File: src/rv_pkg.sv
package rv_pkg;

  localparam int XLEN      = 64;
  localparam int ILEN      = 32;
  localparam int REG_IDX_W = 5;

  localparam logic [REG_IDX_W-1:0] A0_IDX = 5'd10; // abi a0

  // major opcodes
  localparam logic [6:0] OPC_OP     = 7'b0110011;
  localparam logic [6:0] OPC_OP_IMM = 7'b0010011;
  localparam logic [6:0] OPC_LUI    = 7'b0110111;
  localparam logic [6:0] OPC_BRANCH = 7'b1100011;

  localparam logic [2:0] F3_ADD_SUB = 3'b000;
  localparam logic [2:0] F3_SLL     = 3'b001;
  localparam logic [2:0] F3_SLT     = 3'b010;
  localparam logic [2:0] F3_XOR     = 3'b100;
  localparam logic [2:0] F3_SRL     = 3'b101;
  localparam logic [2:0] F3_OR      = 3'b110;
  localparam logic [2:0] F3_AND     = 3'b111;
  localparam logic [2:0] F3_BEQ     = 3'b000;
  localparam logic [2:0] F3_BNE     = 3'b001;

  localparam logic [6:0] F7_SUB = 7'b0100000;

  typedef enum logic [3:0] {
    ALU_ADD,
    ALU_SUB,
    ALU_AND,
    ALU_OR,
    ALU_XOR,
    ALU_SLT,
    ALU_SLL,
    ALU_SRL,
    ALU_PASS_B // lui
  } alu_op_e;

  // one instruction word, viewed per format
  typedef union packed {
    struct packed {
      logic [6:0]           funct7;
      logic [REG_IDX_W-1:0] rs2;
      logic [REG_IDX_W-1:0] rs1;
      logic [2:0]           funct3;
      logic [REG_IDX_W-1:0] rd;
      logic [6:0]           opcode;
    } r_fmt;
    struct packed {
      logic [11:0]          imm;
      logic [REG_IDX_W-1:0] rs1;
      logic [2:0]           funct3;
      logic [REG_IDX_W-1:0] rd;
      logic [6:0]           opcode;
    } i_fmt;
    struct packed {
      logic                 imm_12;
      logic [5:0]           imm_10_5;
      logic [REG_IDX_W-1:0] rs2;
      logic [REG_IDX_W-1:0] rs1;
      logic [2:0]           funct3;
      logic [3:0]           imm_4_1;
      logic                 imm_11;
      logic [6:0]           opcode;
    } b_fmt;
    struct packed {
      logic [19:0]          imm_31_12;
      logic [REG_IDX_W-1:0] rd;
      logic [6:0]           opcode;
    } u_fmt;
  } instr_u;

  typedef struct packed {
    logic            valid;
    logic [XLEN-1:0] pc;
    instr_u          instr;
  } if_id_t;

  typedef struct packed {
    logic                 valid;
    logic [XLEN-1:0]      pc;
    instr_u               instr;
    logic [XLEN-1:0]      rs1_val;
    logic [XLEN-1:0]      rs2_val;
    logic [REG_IDX_W-1:0] rs1_idx;
    logic [REG_IDX_W-1:0] rs2_idx;
    logic [XLEN-1:0]      imm;
    alu_op_e              alu_op;
    logic                 src2_imm;  // operand 2 from imm
    logic                 branch;
    logic                 branch_ne; // bne, else beq
    logic                 wr_en;
    logic [REG_IDX_W-1:0] rd_idx;
  } id_ex_t;

  typedef struct packed {
    logic                 valid;
    logic [XLEN-1:0]      pc;
    instr_u               instr;
    logic                 wr_en;
    logic [REG_IDX_W-1:0] rd_idx;
    logic [XLEN-1:0]      result;
  } commit_t;

endpackage

File: src/fetch_unit.sv
`timescale 1ns/1ns

module fetch_unit #(
  parameter logic [rv_pkg::XLEN-1:0] RESET_PC = '0
) (
  input  logic                    clk,
  input  logic                    reset_i,
  input  logic [rv_pkg::ILEN-1:0] instr_i,   // same-cycle answer to pc_o
  input  logic                    redirect_i,
  input  logic [rv_pkg::XLEN-1:0] target_i,
  output logic [rv_pkg::XLEN-1:0] pc_o,
  output rv_pkg::if_id_t          if_id_o
);

  logic [rv_pkg::XLEN-1:0] pc_q;
  logic [rv_pkg::XLEN-1:0] pc_next;
  rv_pkg::if_id_t          if_id_q;

  // taken branch in execute wins over sequential fetch
  assign pc_next = redirect_i ? target_i : pc_q + rv_pkg::XLEN'(4);

  always_ff @(posedge clk) begin
    if (reset_i) begin
      pc_q <= RESET_PC;
    end else begin
      pc_q <= pc_next;
    end
  end

  always_ff @(posedge clk) begin
    if (reset_i) begin
      if_id_q.valid <= 1'b0;
    end else begin
      if_id_q.valid <= !redirect_i; // word fetched down the wrong path
    end
    if_id_q.pc    <= pc_q;
    if_id_q.instr <= instr_i;
  end

  assign pc_o    = pc_q;
  assign if_id_o = if_id_q;

endmodule

File: config.mk
export PLATFORM = sky130hd
export DESIGN_NAME = fetch_unit
export DESIGN_NICKNAME = d
export VERILOG_FILES = /design/src/rv_pkg.sv /design/src/fetch_unit.sv
export SDC_FILE = /design/constraint.sdc
export NUM_CORES = 1
export LEC_CHECK = 0
export BUFFER_PORTS_ARGS = -buffer_cell sky130_fd_sc_hd__buf_2
export CAP_MARGIN = 20
export CORE_AREA = 10 10 117 119
export DETAILED_ROUTE_END_ITERATION = 8
export DIE_AREA = 0 0 127 129
export GPL_ROUTABILITY_DRIVEN = 0
export GPL_TIMING_DRIVEN = 0
export HOLD_SLACK_MARGIN = 0.12
export PLACE_DENSITY = 0.84
export REMOVE_ABC_BUFFERS = 1
export SKIP_CTS_REPAIR_TIMING = 1
export SYNTH_ARGS = -nofsm -noshare
export SYNTH_HDL_FRONTEND = slang
export SYNTH_SLANG_ARGS = --single-unit
File: constraint.sdc
create_clock -name clk -period 4 [get_ports clk]
set_input_delay 0.2 -clock clk [delete_from_list [all_inputs] [get_ports clk]]
set_output_delay 0.2 -clock clk [all_outputs]
set_load 0.05 [all_outputs]
==> summary.md <==
| Metric | Value |
|---|---|
| Synth cell types | 41 |
| Row count | 39 |
| Via/cell ratio | 5.33 |
| Slew @ Worst Pin | 1000 ps |
| CTS tree | yes |
| Vias in the first global route | 4961 |
| Worst-path fanout max | 12 |
| Critical Path Sink Type | flip-flop |
| Number of synthesized flops with an enable pin | 0 |
| Die Span Y | 129 µm |
| LEAKAGE | 3.74 nW |
| Initial Utilization | 49.3% |
| Syn_area_per_cell | 10.3 µm² |
| Synthesized cell area | 5580 µm² |
| Clock Skew | 8.57 ps |
| Arrival time worst endpoint | 3150 ps |
| Hold Crit Start | target_i[25] |
| P&R area growth vs syn | 50.9% |
| FFs w/ async S/R, synth | 0% |
| Overflow after GRT | 0 |
| Vias | 5548 |
| Placed insts | 915 |
| Port bufs | 259 |
| Synth Instances | 544 |
| Worst slew margin | 33.3% |
| TritonCTS Buffers | 17 |
| GRT Max-Usage Layer | met2 |
| Worst Slack Setup Final | 1160 ps |
| Finished Core Util | 74.4% |
| Die width | 127 µm |
| Endpoints failing setup | 0 |
| Sequential element share of the synthesized area | 57.8% |
| Critical path class | flip-flop to flip-flop |
| Fin. max-slew vios | 0 |
| Setup tns final | 0 ps |
| Routed wire length per instance | 19.2 µm |
| Pin count of the biggest net entering global routing | 103 |
| Routed WL | 19900 µm |
| Initial drt markers | 412 |
| Share of the synthesized area in the top cell type | 57.8% |
| Top cells by area, synth | dfxtp_1 (58%), nor2_1 (4.5%), a211oi_1 (4.0%) |
| Largest area contributor in the synthesized netlist | dfxtp_1 |
| Yosys warns | 0 |
| # IOs | 260 |
| Worst skew pair latency | 420 ps |
| Max Fclk | 352 MHz |
| Crit. Startpoint | pc_o[11]$_SDFF_PP0_ |
| Max Cap Viol | 0 |
| Sink Count | 161 |
| First-pass GRT wire length | 26500 µm |
| Share of layout cells above drive strength 1 | 33.3% |
| VDD IR max | 0.000518 V |
| WP data required | 4310 ps |
| Hold WS | 75.1 ps |
| Clk buf depth | 2 |
| Status | finished clean |
| Core Footprint | 11300 µm² |
| Hold Path Class | primary input to flip-flop |
| Root Buffer | clkbuf_16 |
| Global-route usage over all layers | 20.1% |
| RSZ-0062 raised after global routing | no |
| Power Density | 493 nW/µm² |
| FF+latch count, synth | 161 |
| H-tree depth | 4 |
| Die ar. | 16400 µm² |
| Drt pass-1 iters | 6 |
| Most numerous cell in the Yosys netlist | dfxtp_1 |
| Final Non-Filler Cells | 1041 |
| Final Hold Violating Endpoints | 0 |
| Met1 GRT Util | 21.2% |
| Main synth FF type | dfxtp_1 |
| Pre-CTS WS | 1160 ps |
| Final period util | 71.0% |
| Startpoint types | flip-flop |
| Hpwl dp | 12800 µm |
| Top cells by count, synth | dfxtp_1 (161), nor2_1 (67), nand2_1 (34), a211oi_1 (30), nand3_1 (25) |
| Clk slew on worst S/H paths | 60 ps |
| Met3 Use GR | 9.73% |
| Grt met2 use | 34.2% |
| Initial antenna violation count | 2 |
| Routed Antenna Nets | 0 |
| Drt drc | 0 |
| Fin nets | 982 |
| R2R Path Start | pc_o[11]$_SDFF_PP0_ |
| Post-route minimum period | 2840 ps |
## layout make-up
cell class / instances / area [µm²]
fill: 753 / 2900
clock inverter: 11 / 139
tap: 143 / 179
inverter: 10 / 40.0
clock buffer: 21 / 440
timing repair buffer: 351 / 2230
sequential: 161 / 3220
antenna: 3 / 7.51
multi-input combinational: 341 / 2160
## state kept, by name, indices dropped and copies added, names as in the netlist
register and count:
if_id_o 97, pc_o 64
## per-layer routing
metal,vias up,part of all wire [%]
li1,2657,-
met1,2593,38
met2,266,51
met3,32,9.7
met4,0,1.5
met5,-,0
## power by group
part / internal (W) / leakage [nW] / switching (W)
clock: 0.000976 / 0.281 / 0.000638
combinational: 0.000212 / 2.11 / 0.000524
sequential: 0.00171 / 1.34 / 0.0000868
total: 0.00290 / 3.74 / 0.00125
## per-stage QoR
stage / cell area (µm²) / power [W]
5_1_grt: 8420 / 0.00428
6_report: 8420 / 0.00415
2_1_floorplan: 5420 / 0.00227
3_5_place_dp: 6920 / 0.00249
4_1_cts: 7500 / 0.00408
3_3_place_gp: 6900 / 0.00248
## kinds of logic after synthesis
family | after synthesis | share of synthesized area [%]
compound gates | 84 | 11.3
xor+xnor | 33 | 5.18
fa+ha+maj | 1 | 0.224
buf+inv | 42 | 3.48
flops | 161 | 57.8
mux | 5 | 0.897
simple gates | 218 | 21.2
## placed cells by master, fill, tap and decap left out, types with 2 or more instances in the layout
cell             n
buf_2          259
dfxtp_1        161
dlygate4sd3_1   91
nor2_1          67
nand2_1         34
a211oi_1        30
nand3_1         25
xnor2_1         23
nand4_1         17
a311oi_1        17
clkbuf_16       17
and4_1          13
o31ai_1         13
nor3_1          13
or4_1           12
and3_1          10
xor2_1          10
inv_1            9
a21oi_1          8
a2111oi_0        7
or3_1            7
o21ai_0          6
mux2i_1          5
nor4_1           5
clkinv_2         5
clkbuf_1         4
diode_2          3
and2_1           3
bufinv_16        3
nor3_2           2
nor3b_1          2
clkinvlp_4       2
## path summary, 6_finish.rpt
| check | slack [ps] | end | depth (start not counted) |
|---|---|---|---|
| setup / recovery | 1160 | pc_o[52]$_SDFF_PP0_ | 5 |
| hold reg to reg | 370 | if_id_o[32]$_DFF_P_ | 0 |
| setup reg to reg | 1160 | pc_o[52]$_SDFF_PP0_ | 5 |
| hold / removal | 80 | pc_o[25]$_SDFF_PP0_ | 3 |
## critical path, cell delays in order, from the launching register on
cell and delay, ps:
dfxtp_1 450, and4_1 370, nand4_1 590, nor4b_4 740, a2111oi_0 190, or3_1 390
No activity file was read; power rests on OpenSTA's default activity.
