File: src/rv_pkg.sv
package rv_pkg;

  localparam int XLEN      = 64;
  localparam int ILEN      = 32;
  localparam int REG_IDX_W = 5;

  localparam logic [REG_IDX_W-1:0] A0_IDX = 5'd10; // abi a0

  // major opcodes
  localparam logic [6:0] OPC_OP     = 7'b0110011;
  localparam logic [6:0] OPC_OP_IMM = 7'b0010011;
  localparam logic [6:0] OPC_LUI    = 7'b0110111;
  localparam logic [6:0] OPC_BRANCH = 7'b1100011;

  localparam logic [2:0] F3_ADD_SUB = 3'b000;
  localparam logic [2:0] F3_SLL     = 3'b001;
  localparam logic [2:0] F3_SLT     = 3'b010;
  localparam logic [2:0] F3_XOR     = 3'b100;
  localparam logic [2:0] F3_SRL     = 3'b101;
  localparam logic [2:0] F3_OR      = 3'b110;
  localparam logic [2:0] F3_AND     = 3'b111;
  localparam logic [2:0] F3_BEQ     = 3'b000;
  localparam logic [2:0] F3_BNE     = 3'b001;

  localparam logic [6:0] F7_SUB = 7'b0100000;

  typedef enum logic [3:0] {
    ALU_ADD,
    ALU_SUB,
    ALU_AND,
    ALU_OR,
    ALU_XOR,
    ALU_SLT,
    ALU_SLL,
    ALU_SRL,
    ALU_PASS_B // lui
  } alu_op_e;

  // one instruction word, viewed per format
  typedef union packed {
    struct packed {
      logic [6:0]           funct7;
      logic [REG_IDX_W-1:0] rs2;
      logic [REG_IDX_W-1:0] rs1;
      logic [2:0]           funct3;
      logic [REG_IDX_W-1:0] rd;
      logic [6:0]           opcode;
    } r_fmt;
    struct packed {
      logic [11:0]          imm;
      logic [REG_IDX_W-1:0] rs1;
      logic [2:0]           funct3;
      logic [REG_IDX_W-1:0] rd;
      logic [6:0]           opcode;
    } i_fmt;
    struct packed {
      logic                 imm_12;
      logic [5:0]           imm_10_5;
      logic [REG_IDX_W-1:0] rs2;
      logic [REG_IDX_W-1:0] rs1;
      logic [2:0]           funct3;
      logic [3:0]           imm_4_1;
      logic                 imm_11;
      logic [6:0]           opcode;
    } b_fmt;
    struct packed {
      logic [19:0]          imm_31_12;
      logic [REG_IDX_W-1:0] rd;
      logic [6:0]           opcode;
    } u_fmt;
  } instr_u;

  typedef struct packed {
    logic            valid;
    logic [XLEN-1:0] pc;
    instr_u          instr;
  } if_id_t;

  typedef struct packed {
    logic                 valid;
    logic [XLEN-1:0]      pc;
    instr_u               instr;
    logic [XLEN-1:0]      rs1_val;
    logic [XLEN-1:0]      rs2_val;
    logic [REG_IDX_W-1:0] rs1_idx;
    logic [REG_IDX_W-1:0] rs2_idx;
    logic [XLEN-1:0]      imm;
    alu_op_e              alu_op;
    logic                 src2_imm;  // operand 2 from imm
    logic                 branch;
    logic                 branch_ne; // bne, else beq
    logic                 wr_en;
    logic [REG_IDX_W-1:0] rd_idx;
  } id_ex_t;

  typedef struct packed {
    logic                 valid;
    logic [XLEN-1:0]      pc;
    instr_u               instr;
    logic                 wr_en;
    logic [REG_IDX_W-1:0] rd_idx;
    logic [XLEN-1:0]      result;
  } commit_t;

endpackage

File: src/decode_stage.sv
`timescale 1ns/1ns

module decode_stage (
  input  logic                         clk,
  input  logic                         reset_i,
  input  logic                         flush_i,
  input  rv_pkg::if_id_t               if_id_i,
  input  logic [rv_pkg::XLEN-1:0]      rs1_data_i,
  input  logic [rv_pkg::XLEN-1:0]      rs2_data_i,
  output logic [rv_pkg::REG_IDX_W-1:0] rs1_idx_o,
  output logic [rv_pkg::REG_IDX_W-1:0] rs2_idx_o,
  output rv_pkg::id_ex_t               id_ex_o
);

  rv_pkg::instr_u          ins;
  logic [rv_pkg::XLEN-1:0] imm_i_ext;
  logic [rv_pkg::XLEN-1:0] imm_b_ext;
  logic [rv_pkg::XLEN-1:0] imm_u_ext;
  logic [rv_pkg::XLEN-1:0] imm;
  rv_pkg::alu_op_e         alu_op;
  logic                    src2_imm;
  logic                    is_branch;
  logic                    branch_ne;
  logic                    wr_en;
  rv_pkg::id_ex_t          id_ex_q;

  assign ins       = if_id_i.instr;
  assign rs1_idx_o = ins.r_fmt.rs1;
  assign rs2_idx_o = ins.r_fmt.rs2;

  assign imm_i_ext = {{(rv_pkg::XLEN-12){ins.i_fmt.imm[11]}}, ins.i_fmt.imm};
  assign imm_b_ext = {{(rv_pkg::XLEN-13){ins.b_fmt.imm_12}}, ins.b_fmt.imm_12,
                      ins.b_fmt.imm_11, ins.b_fmt.imm_10_5, ins.b_fmt.imm_4_1, 1'b0};
  assign imm_u_ext = {{(rv_pkg::XLEN-32){ins.u_fmt.imm_31_12[19]}},
                      ins.u_fmt.imm_31_12, 12'b0};

  always_comb begin
    alu_op    = rv_pkg::ALU_ADD;
    src2_imm  = 1'b0;
    is_branch = 1'b0;
    branch_ne = 1'b0;
    wr_en     = 1'b0;
    imm       = imm_i_ext;
    case (ins.r_fmt.opcode)
      rv_pkg::OPC_OP: begin
        wr_en = 1'b1;
        case (ins.r_fmt.funct3)
          rv_pkg::F3_ADD_SUB: begin
            if (ins.r_fmt.funct7 == rv_pkg::F7_SUB) begin
              alu_op = rv_pkg::ALU_SUB;
            end
          end
          rv_pkg::F3_SLL: alu_op = rv_pkg::ALU_SLL;
          rv_pkg::F3_SLT: alu_op = rv_pkg::ALU_SLT;
          rv_pkg::F3_XOR: alu_op = rv_pkg::ALU_XOR;
          rv_pkg::F3_SRL: alu_op = rv_pkg::ALU_SRL;
          rv_pkg::F3_OR:  alu_op = rv_pkg::ALU_OR;
          rv_pkg::F3_AND: alu_op = rv_pkg::ALU_AND;
          default:        wr_en  = 1'b0; // sltu
        endcase
        // only sub may carry a nonzero funct7 (sra, mul not kept)
        if (ins.r_fmt.funct7 != '0 &&
            !(ins.r_fmt.funct7 == rv_pkg::F7_SUB && ins.r_fmt.funct3 == rv_pkg::F3_ADD_SUB)) begin
          wr_en = 1'b0;
        end
      end
      rv_pkg::OPC_OP_IMM: begin
        wr_en    = 1'b1;
        src2_imm = 1'b1;
        case (ins.i_fmt.funct3)
          rv_pkg::F3_ADD_SUB: alu_op = rv_pkg::ALU_ADD;
          rv_pkg::F3_SLT:     alu_op = rv_pkg::ALU_SLT;
          rv_pkg::F3_XOR:     alu_op = rv_pkg::ALU_XOR;
          rv_pkg::F3_OR:      alu_op = rv_pkg::ALU_OR;
          rv_pkg::F3_AND:     alu_op = rv_pkg::ALU_AND;
          rv_pkg::F3_SLL:     alu_op = rv_pkg::ALU_SLL;
          rv_pkg::F3_SRL:     alu_op = rv_pkg::ALU_SRL;
          default:            wr_en  = 1'b0;
        endcase
        // upper six bits must be zero for slli/srli, srai dropped
        if ((ins.i_fmt.funct3 == rv_pkg::F3_SLL || ins.i_fmt.funct3 == rv_pkg::F3_SRL) &&
            ins.i_fmt.imm[11:6] != '0) begin
          wr_en = 1'b0;
        end
      end
      rv_pkg::OPC_LUI: begin
        wr_en    = 1'b1;
        src2_imm = 1'b1;
        alu_op   = rv_pkg::ALU_PASS_B;
        imm      = imm_u_ext;
      end
      rv_pkg::OPC_BRANCH: begin
        imm       = imm_b_ext;
        is_branch = (ins.b_fmt.funct3 == rv_pkg::F3_BEQ) ||
                    (ins.b_fmt.funct3 == rv_pkg::F3_BNE);
        branch_ne = (ins.b_fmt.funct3 == rv_pkg::F3_BNE);
      end
      default: ; // committed as a no-op
    endcase
  end

  always_ff @(posedge clk) begin
    if (reset_i || flush_i) begin
      id_ex_q.valid <= 1'b0;
    end else begin
      id_ex_q.valid <= if_id_i.valid;
    end
    id_ex_q.pc        <= if_id_i.pc;
    id_ex_q.instr     <= ins;
    id_ex_q.rs1_val   <= rs1_data_i;
    id_ex_q.rs2_val   <= rs2_data_i;
    id_ex_q.rs1_idx   <= ins.r_fmt.rs1;
    id_ex_q.rs2_idx   <= ins.r_fmt.rs2;
    id_ex_q.imm       <= imm;
    id_ex_q.alu_op    <= alu_op;
    id_ex_q.src2_imm  <= src2_imm;
    id_ex_q.branch    <= is_branch;
    id_ex_q.branch_ne <= branch_ne;
    id_ex_q.wr_en     <= wr_en;
    id_ex_q.rd_idx    <= ins.r_fmt.rd;
  end

  assign id_ex_o = id_ex_q;

endmodule

File: config.mk
export PLATFORM = sky130hd
export DESIGN_NAME = decode_stage
export DESIGN_NICKNAME = d
export VERILOG_FILES = /design/src/rv_pkg.sv /design/src/decode_stage.sv
export SDC_FILE = /design/constraint.sdc
export NUM_CORES = 1
export LEC_CHECK = 0
export BUFFER_PORTS_ARGS = -buffer_cell sky130_fd_sc_hd__buf_4
export CELL_PAD_IN_SITES_DETAIL_PLACEMENT = 1
export CELL_PAD_IN_SITES_GLOBAL_PLACEMENT = 1
export CORE_AREA = 8 8 210 212
export DETAILED_ROUTE_END_ITERATION = 12
export DIE_AREA = 0 0 218 220
export PLACE_DENSITY = 0.49
export REMOVE_ABC_BUFFERS = 1
export SYNTH_ARGS = -nofsm -noshare
export SYNTH_HDL_FRONTEND = slang
export SYNTH_SLANG_ARGS = --single-unit
File: constraint.sdc
create_clock -name clk -period 3.13 [get_ports clk]
set_clock_uncertainty 0.1 [all_clocks]
set_input_delay 0.4695 -clock clk [delete_from_list [all_inputs] [get_ports clk]]
set_output_delay 0.4695 -clock clk [all_outputs]
set_load 0.02 [all_outputs]
==> out/results.txt <==
Status: completed
Initial DRC Count: 162
Layout area overhead: 123%
Post-synth top area cell: dfxtp_1
Overall die height: 220 µm
Final Instance Area: 0.0138 mm²
Commonest non-fill, non-tap cells in the layout: buf_4, dfxtp_1, dlygate4sd3_1
Synth top area share: 0.850
Delay-heaviest family, CP: flip-flops
Commonest non-fill, non-tap cell in the layout: buf_4
Routability cong.: 0.714
Final slew viol count: 0
Synth Flop Type: dfxtp_1
Flops & latches, synth: 264
Clock sinks: 264
Crit-path cells: buf_4
Pwr dens: 610 mW/mm²
Syn avg cell area: 15.7 µm²
Worst-path fanout max: 34
Pre-CTS setup slack: 0.842 ns
Synth async-reset ratio: 0
Final nets: 1368
Final ANT Viol Nets: 0
Pre-antenna DRT Iters: 4
Syn. warnings: 0
Final setup margin: 0.725 ns
Final period utilization: 0.768
Routed via count: 5818
Die area: 0.0480 mm²
Seq/Total Area, Yosys: 0.850
Detailed placer's ending HPWL: 25100 µm
Placed Cells: 1413
CP Capture Type: primary output
Worst Setup SP: id_ex_o[44]
CP Buf/Inv Count: 1
Core area: 0.0406 mm²
Worst Path Class, Setup: reg2out
Worst hold path class: in2reg
Placed Area: 0.0105 mm²
Post-route DRC: 0
Setup violations, final: 0
Max clock buf depth: 3
CP peak stage delay: 0.98 ns
Critical path data required time: 2.56 ns
Largest net degree at the start of global routing: 35
Initial antenna violation count: 2
Setup TNS: 0 ns
Ports: 550
Die X: 218 µm
Post-DR vias/cell: 3.43
Worst-Margin Slew: 1.04 ns
GRT Resource Usage Total: 0.131
Post-synth cell types: 28
Hold Fails Final Rpt: 0
Starting Density: 0.153
HP Start: rs2_data_i[1]
First-pass GRT wire length: 46900 µm
Postcts setup bufs: 0
Leakage: 6.58 nW
Post-route non-filler standard cell count: 1694
Vias in the first global route: 6849
TritonCTS Buffers: 31
CTS tree: done
Site Rows: 74
Fmax: 416 MHz
Worst slew margin: 0.304
Max reg flops: 264
Mapped cell area: 0.00622 mm²
Tmin final: 2.40 ns
Max_cap viols: 0
Worst setup SP type: register
Input/output buffers: 549
Grt total ovfl: 0
Drt wl/cell: 19.9 µm
# diodes: 0
Top cells by area, synth: dfxtp_1, buf_4, a21o_1
Critical Path AT: 1.84 ns
Critical path's slowest cell: dfxtp_1
Post-synth EDFFs: 0
H-tree depth: 1
Clock-pin slew on the worst setup and hold paths: 0.06 ns
Final Core Density: 0.341
Layout cells sized above 1: 0.519
RSZ-0062 raised after global routing: no
Synth Instances: 397
Peak VDD IR: 0.000346 V
Final wirelength: 33700 µm
Clk root buf: clkbuf_16
[timing repair]
item	CTS	global route
resized for setup	0	0
hold buffers	226	0
endpoints found under the hold margin	230	0
[final timing paths]
kind | end | cells past startpoint
hold / removal | id_ex_o[88] | 2
setup / recovery | id_ex_o[67] | 1
[power by group]
part	switching [mW]	internal [mW]
logic	0.551	0.639
registers	0.0667	3.54
clock network	1.44	2.20
total	2.06	6.38
[cell type report]
cell class	instances	area, µm²
Multi-Input combinational cell	67	462
Sequential cell	264	5290
Fill cell	4415	26700
Timing Repair Buffer	776	6390
Tap cell	532	666
Clock inverter	12	151
Clock buffer	43	881
[logic make-up (layout without fill, tap and decap cells)]
family	count (synthesis)	in the layout	share of synthesized area
xor+xnor	1	1	0.00141
simple gates	35	35	0.0338
compound gates	30	30	0.0368
mux	1	1	0.00181
buf+inv	66	831	0.0759
flops	264	264	0.850
[cells in the mapped netlist (all sizes together) (2+ instances only)]
cell	n
dfxtp	264
o21ai	3
nor3b	2
a22o	4
nor3	2
and2	2
nor2b	9
nand2	6
nor2	5
a21o	19
and3	2
buf	63
clkbuf	3
[metal layers]
| metal | GRT usage | share of wire | vias up |
|---|---|---|---|
| met5 | 0 | 0.00042 | - |
| met4 | 0.0354 | 0.025 | 2 |
| met3 | 0.0607 | 0.11 | 47 |
| met2 | 0.244 | 0.52 | 352 |
| met1 | 0.131 | 0.35 | 2720 |
| li1 | - | - | 2697 |
[stage by stage]
| stage | hold slack, ns | total power, mW |
|---|---|---|
| after floorplan | 0.397 | 3.97 |
| after global placement | 0.474 | 4.63 |
| after detailed placement | 0.475 | 4.63 |
| after CTS | 0.403 | 8.59 |
| after global routing | 0.430 | 8.79 |
| final | 0.460 | 8.44 |
Power figures use the tool's default switching activity.
