<file path="config.mk">
export PLATFORM = sky130hd
export DESIGN_NAME = execute_stage
export DESIGN_NICKNAME = d
export VERILOG_FILES = /design/src/rv_pkg.sv /design/src/execute_stage.sv
export SDC_FILE = /design/constraint.sdc
export NUM_CORES = 2
export LEC_CHECK = 0
export BUFFER_PORTS_ARGS = -buffer_cell sky130_fd_sc_hd__buf_2
export CAP_MARGIN = 20
export CORE_MARGIN = 2
export CORE_UTILIZATION = 35
export DETAILED_ROUTE_END_ITERATION = 10
export HOLD_SLACK_MARGIN = 0.12
export MAX_ROUTING_LAYER = met4
export PLACE_DENSITY = 0.67
export SLEW_MARGIN = 5
export SYNTH_ARGS = -nofsm -noshare
export SYNTH_HDL_FRONTEND = slang
export SYNTH_SLANG_ARGS = --single-unit
</file>
<file path="constraint.sdc">
create_clock -name clk -period 13.5 [get_ports clk]
set_input_delay 2.025 -clock clk [delete_from_list [all_inputs] [get_ports clk]]
set_output_delay 2.025 -clock clk [all_outputs]
set_load 0.05 [all_outputs]
</file>
<file path="src/rv_pkg.sv">
package rv_pkg;

  localparam int XLEN      = 64;
  localparam int ILEN      = 32;
  localparam int REG_IDX_W = 5;

  localparam logic [REG_IDX_W-1:0] A0_IDX = 5'd10; // abi a0

  // major opcodes
  localparam logic [6:0] OPC_OP     = 7'b0110011;
  localparam logic [6:0] OPC_OP_IMM = 7'b0010011;
  localparam logic [6:0] OPC_LUI    = 7'b0110111;
  localparam logic [6:0] OPC_BRANCH = 7'b1100011;

  localparam logic [2:0] F3_ADD_SUB = 3'b000;
  localparam logic [2:0] F3_SLL     = 3'b001;
  localparam logic [2:0] F3_SLT     = 3'b010;
  localparam logic [2:0] F3_XOR     = 3'b100;
  localparam logic [2:0] F3_SRL     = 3'b101;
  localparam logic [2:0] F3_OR      = 3'b110;
  localparam logic [2:0] F3_AND     = 3'b111;
  localparam logic [2:0] F3_BEQ     = 3'b000;
  localparam logic [2:0] F3_BNE     = 3'b001;

  localparam logic [6:0] F7_SUB = 7'b0100000;

  typedef enum logic [3:0] {
    ALU_ADD,
    ALU_SUB,
    ALU_AND,
    ALU_OR,
    ALU_XOR,
    ALU_SLT,
    ALU_SLL,
    ALU_SRL,
    ALU_PASS_B // lui
  } alu_op_e;

  // one instruction word, viewed per format
  typedef union packed {
    struct packed {
      logic [6:0]           funct7;
      logic [REG_IDX_W-1:0] rs2;
      logic [REG_IDX_W-1:0] rs1;
      logic [2:0]           funct3;
      logic [REG_IDX_W-1:0] rd;
      logic [6:0]           opcode;
    } r_fmt;
    struct packed {
      logic [11:0]          imm;
      logic [REG_IDX_W-1:0] rs1;
      logic [2:0]           funct3;
      logic [REG_IDX_W-1:0] rd;
      logic [6:0]           opcode;
    } i_fmt;
    struct packed {
      logic                 imm_12;
      logic [5:0]           imm_10_5;
      logic [REG_IDX_W-1:0] rs2;
      logic [REG_IDX_W-1:0] rs1;
      logic [2:0]           funct3;
      logic [3:0]           imm_4_1;
      logic                 imm_11;
      logic [6:0]           opcode;
    } b_fmt;
    struct packed {
      logic [19:0]          imm_31_12;
      logic [REG_IDX_W-1:0] rd;
      logic [6:0]           opcode;
    } u_fmt;
  } instr_u;

  typedef struct packed {
    logic            valid;
    logic [XLEN-1:0] pc;
    instr_u          instr;
  } if_id_t;

  typedef struct packed {
    logic                 valid;
    logic [XLEN-1:0]      pc;
    instr_u               instr;
    logic [XLEN-1:0]      rs1_val;
    logic [XLEN-1:0]      rs2_val;
    logic [REG_IDX_W-1:0] rs1_idx;
    logic [REG_IDX_W-1:0] rs2_idx;
    logic [XLEN-1:0]      imm;
    alu_op_e              alu_op;
    logic                 src2_imm;  // operand 2 from imm
    logic                 branch;
    logic                 branch_ne; // bne, else beq
    logic                 wr_en;
    logic [REG_IDX_W-1:0] rd_idx;
  } id_ex_t;

  typedef struct packed {
    logic                 valid;
    logic [XLEN-1:0]      pc;
    instr_u               instr;
    logic                 wr_en;
    logic [REG_IDX_W-1:0] rd_idx;
    logic [XLEN-1:0]      result;
  } commit_t;

endpackage

</file>
<file path="src/execute_stage.sv">
`timescale 1ns/1ns

module execute_stage (
  input  logic                    clk,
  input  logic                    reset_i,
  input  rv_pkg::id_ex_t          id_ex_i,
  output logic                    redirect_o,
  output logic [rv_pkg::XLEN-1:0] target_o,
  output rv_pkg::commit_t         commit_o
);

  rv_pkg::commit_t         commit_q;
  logic                    fwd_ok;
  logic                    fwd_rs1;
  logic                    fwd_rs2;
  logic [rv_pkg::XLEN-1:0] rs1_val;
  logic [rv_pkg::XLEN-1:0] rs2_val;
  logic [rv_pkg::XLEN-1:0] op_a;
  logic [rv_pkg::XLEN-1:0] op_b;
  logic [5:0]              shamt;
  logic [rv_pkg::XLEN-1:0] alu_res;
  logic                    rs_equal;
  logic                    taken;

  // result one ahead still sits in commit_q, older ones come via the bypass
  assign fwd_ok  = commit_q.valid && commit_q.wr_en && (commit_q.rd_idx != '0);
  assign fwd_rs1 = fwd_ok && (commit_q.rd_idx == id_ex_i.rs1_idx);
  assign fwd_rs2 = fwd_ok && (commit_q.rd_idx == id_ex_i.rs2_idx);

  assign rs1_val = fwd_rs1 ? commit_q.result : id_ex_i.rs1_val;
  assign rs2_val = fwd_rs2 ? commit_q.result : id_ex_i.rs2_val;

  assign op_a  = rs1_val;
  assign op_b  = id_ex_i.src2_imm ? id_ex_i.imm : rs2_val;
  assign shamt = op_b[5:0]; // rv64 shift amount

  always_comb begin
    case (id_ex_i.alu_op)
      rv_pkg::ALU_ADD:    alu_res = op_a + op_b;
      rv_pkg::ALU_SUB:    alu_res = op_a - op_b;
      rv_pkg::ALU_AND:    alu_res = op_a & op_b;
      rv_pkg::ALU_OR:     alu_res = op_a | op_b;
      rv_pkg::ALU_XOR:    alu_res = op_a ^ op_b;
      rv_pkg::ALU_SLT: begin
        alu_res = {{(rv_pkg::XLEN-1){1'b0}}, ($signed(op_a) < $signed(op_b))};
      end
      rv_pkg::ALU_SLL:    alu_res = op_a << shamt;
      rv_pkg::ALU_SRL:    alu_res = op_a >> shamt;
      rv_pkg::ALU_PASS_B: alu_res = op_b;
      default:            alu_res = op_a + op_b;
    endcase
  end

  // branches compare the two registers, never the immediate
  assign rs_equal = (rs1_val == rs2_val);
  assign taken    = id_ex_i.branch && (id_ex_i.branch_ne ? !rs_equal : rs_equal);

  assign redirect_o = id_ex_i.valid && taken; // also flushes fetch and decode
  assign target_o   = id_ex_i.pc + id_ex_i.imm;

  always_ff @(posedge clk) begin
    if (reset_i) begin
      commit_q.valid <= 1'b0;
    end else begin
      commit_q.valid <= id_ex_i.valid;
    end
    commit_q.pc     <= id_ex_i.pc;
    commit_q.instr  <= id_ex_i.instr;
    commit_q.wr_en  <= id_ex_i.wr_en; // zero for branches
    commit_q.rd_idx <= id_ex_i.rd_idx;
    commit_q.result <= alu_res;
  end

  assign commit_o = commit_q;

endmodule

</file>
==> run summary <==
### Placed design
• **# port buffers** 545
• **Detailed Place HPWL** 158000 µm
• **routability congestion estimate from global placement** 1.15

### Logic synthesis
• **number of enable flip-flop cells after synthesis** 0
• **post-synth net total** 4515
• **Ys Warns** 0
• **post-synthesis average cell area** 7.31 µm²
• **number of flip-flops and latches in the synthesized netlist** 167
• **Synth async-reset ratio** 0%
• **summed instance area of the synthesized netlist** 28800 µm²
• **sequential-to-total area share from yosys stat** 11.6%
• **Main synth FF type** sky130_fd_sc_hd__dfxtp_1
• **number of unique standard cell types used by synthesis** 97
• **Post-Synthesis Cells** 3944

### GRT
• **via count of the first global-routing pass** 33085
• **largest net degree at the start of global routing** 66
• **wire length of the first global-routing pass** 265000 µm
• **global-route usage over all layers** 45.3%
• **antenna violations before repair** 21
• **aggregate global routing overflow** 0

### Clocking
• **Clock Tree Root** sky130_fd_sc_hd__clkbuf_16
• **count of hold-fix buffers inserted at cts** 0
• **clock tree from TritonCTS** yes
• **post-cts resize count** 0
• **total setup buffers inserted after CTS** 0
• **clock transition at the registers of the reported paths** 0.08 ns
• **number of clock buffers inserted by TritonCTS** 17
• **# clock sinks** 167
• **worst-skew pair later-pin latency** 0.55 ns
• **H-tree level count** 4
• **buffer levels on the longest clock path** 2

### Timing
• **peak clock frequency supported by timing** 0.102 GHz
• **setup_tns** 0 ns
• **setup repair after global routing missed its margin** no
• **measured slew at the worst slew-check pin** 1.39 ns
• **worst max-slew margin expressed relative to the limit** 6.33%
• **portion of the clock cycle consumed by the worst path in the final layout** 72.7%
• **clk_skew** 0.0227 ns
• **max-slew violations** 0
• **number of hold violations in the final report** 0
• **total of endpoints with negative setup slack in the final report** 0
• **final critical delay including setup and external delays** 9.82 ns

### Pwr
• **Pwr per Cell Area** 106 nW/µm²
• **Worst VDD drop** 0.119 mV
• **static leakage power** 15.0 nW

### Setup path
• **kind of capture point of the worst setup path** output pin
• **critical setup path kind** primary input to output pin
• **data arrival time of the critical path** 7.79 ns
• **slack of the worst reg-to-reg path** 5.26 ns
• **critical path fanouts, max** 26
• **required time reported for the critical path endpoint** 11.48 ns
• **CP startpoint kind** primary input

### Run status
• **outcome** finished clean

### Drt
• **number of nets still failing antenna checks after routing** 0
• **1st-iter DRT viols** 5638
• **WL per Instance** 35.7 µm
• **Remaining DRCs** 0
• **drt first pass iters** 6
• **via density per instance** 6.65
• **vias** 36355
• **post-detailed-routing wire length** 195000 µm

### Floorplan
• **Cell Rows** 105
• **Die Wd** 291 µm
• **DIE AREA** 84700 µm²
• **Ports** 546
• **area of the core** 81800 µm²
• **die outline height** 291 µm
• **Initial Utilization** 35.2%

### Finish
• **final layout net count** 4934
• **most common cell after layout, fill and taps aside** sky130_fd_sc_hd__buf_2
• **layout cell share with drive strength beyond 1** 21.0%
• **FILL cells** 8821
• **flip-flop count of the largest register, all copies and words added** 167
• **area added between synthesis and finish** 15.5%
• **Core Util, Final** 40.7%
• **leading cell types in the layout, fill and taps excluded** sky130_fd_sc_hd__buf_2 (550), sky130_fd_sc_hd__a21oi_1 (368), sky130_fd_sc_hd__nand2_1 (363)

### Min path
• **worst min path class** flop to flop

### Flow run
• **maximum capacitance violations** 0

==> synth_stat cells, drive strengths merged (50+ instances only) <==
| library cell | count | area share (%) |
|---|---|---|
| o221ai | 50 | 1.5 |
| o21ai | 252 | 4.4 |
| nand2 | 366 | 4.8 |
| ha | 255 | 11 |
| mux2 | 129 | 5.0 |
| clkbuf | 157 | 2.0 |
| inv | 220 | 2.9 |
| buf | 97 | 2.1 |
| a21oi | 368 | 6.4 |
| nand3 | 68 | 1.2 |
| o211ai | 99 | 2.6 |
| a221oi | 56 | 1.7 |
| o21bai | 68 | 1.8 |
| nor2 | 366 | 4.8 |
| a21o | 61 | 1.6 |
| xnor2 | 148 | 4.5 |
| mux2i | 357 | 13 |
| a211oi | 55 | 1.5 |
| dfxtp | 167 | 12 |
==> per-stage QoR <==
| stage | std cells | worst slack (ns) | power, mW | hold WS, ns | area [µm²] |
|---|---|---|---|---|---|
| 6_report | 5468 | 3.68 | 3.53 | 0.928 | 33300 |
| 3_3_place_gp | 5403 | 4.05 | 2.87 | 0.892 | 32600 |
| 5_1_grt | 5464 | 3.65 | 3.59 | 1.01 | 33300 |
| 3_5_place_dp | 5408 | 3.97 | 2.85 | 0.907 | 32600 |
| 2_1_floorplan | 3944 | 5.64 | 2.02 | 1.22 | 28800 |
| 4_1_cts | 5440 | 3.98 | 3.41 | 0.928 | 33200 |
==> metal layers <==
layer | share of wire (%) | up-vias | global-route usage (%)
li1 | - | 15434 | -
met1 | 41 | 17548 | 59.6
met2 | 39 | 2933 | 59.8
met3 | 15 | 440 | 18.7
met4 | 4.9 | 0 | 19.1
met5 | 0 | - | -
==> kinds of logic (layout without fill, tap and decap cells) <==
group                    count (synthesis)  count (layout)  synth area share (%)
AO/OA/AOI/OAI                         1322            1322                  30.2
XOR/XNOR                               176             176                  5.35
adder cells (fa/ha/maj)                257             257                  11.2
buffers and inverters                  480             912                  7.09
flip-flops                             167             167                  11.6
multiplexers                           488             488                  18.2
other                                    0              22                     0
AND/OR/NAND/NOR                       1054            1054                  16.3
==> final cells by class <==
cell class	count	area, µm²	area share [%]
multi-input combinational	3297	23600	70.7
sequential	167	3340	10.0
tap	1070	1340	4.02
clock buffer	17	425	1.28
timing repair buffer	654	3550	10.6
antenna	22	55.1	0.165
inverter	226	853	2.56
clock inverter	15	181	0.545
==> power breakdown <==
part | leakage [nW] | internal (mW) | switching [mW]
combinational | 13.3 | 0.624 | 1.68
clock | 0.288 | 0.251 | 0.313
sequential | 1.41 | 0.556 | 0.0988
==> final timing paths <==
path,from,endpoint,depth (start not counted)
max,id_ex_i[84],redirect_o,15
min,commit_o[25]$_DFF_P_,commit_o[25]$_DFF_P_,4
max reg2reg,commit_o[64]$_DFF_P_,commit_o[62]$_DFF_P_,22
min reg2reg,commit_o[25]$_DFF_P_,commit_o[25]$_DFF_P_,4
==> worst max-delay path, cell delays in order <==
cell                      delay, ns
sky130_fd_sc_hd__buf_2         0.12
sky130_fd_sc_hd__xnor2_1       0.20
sky130_fd_sc_hd__nand4_1       0.23
sky130_fd_sc_hd__nor2_4        0.90
sky130_fd_sc_hd__buf_4         0.61
sky130_fd_sc_hd__buf_4         0.63
sky130_fd_sc_hd__mux2i_2       0.65
sky130_fd_sc_hd__xnor2_1       0.47
sky130_fd_sc_hd__nor4_1        0.69
sky130_fd_sc_hd__nand4_1       0.25
sky130_fd_sc_hd__nor4_1        0.31
sky130_fd_sc_hd__buf_4         0.22
sky130_fd_sc_hd__xnor2_1       0.07
sky130_fd_sc_hd__nor2_1        0.09
sky130_fd_sc_hd__buf_2         0.26
(Power assumes the default switching activity.)
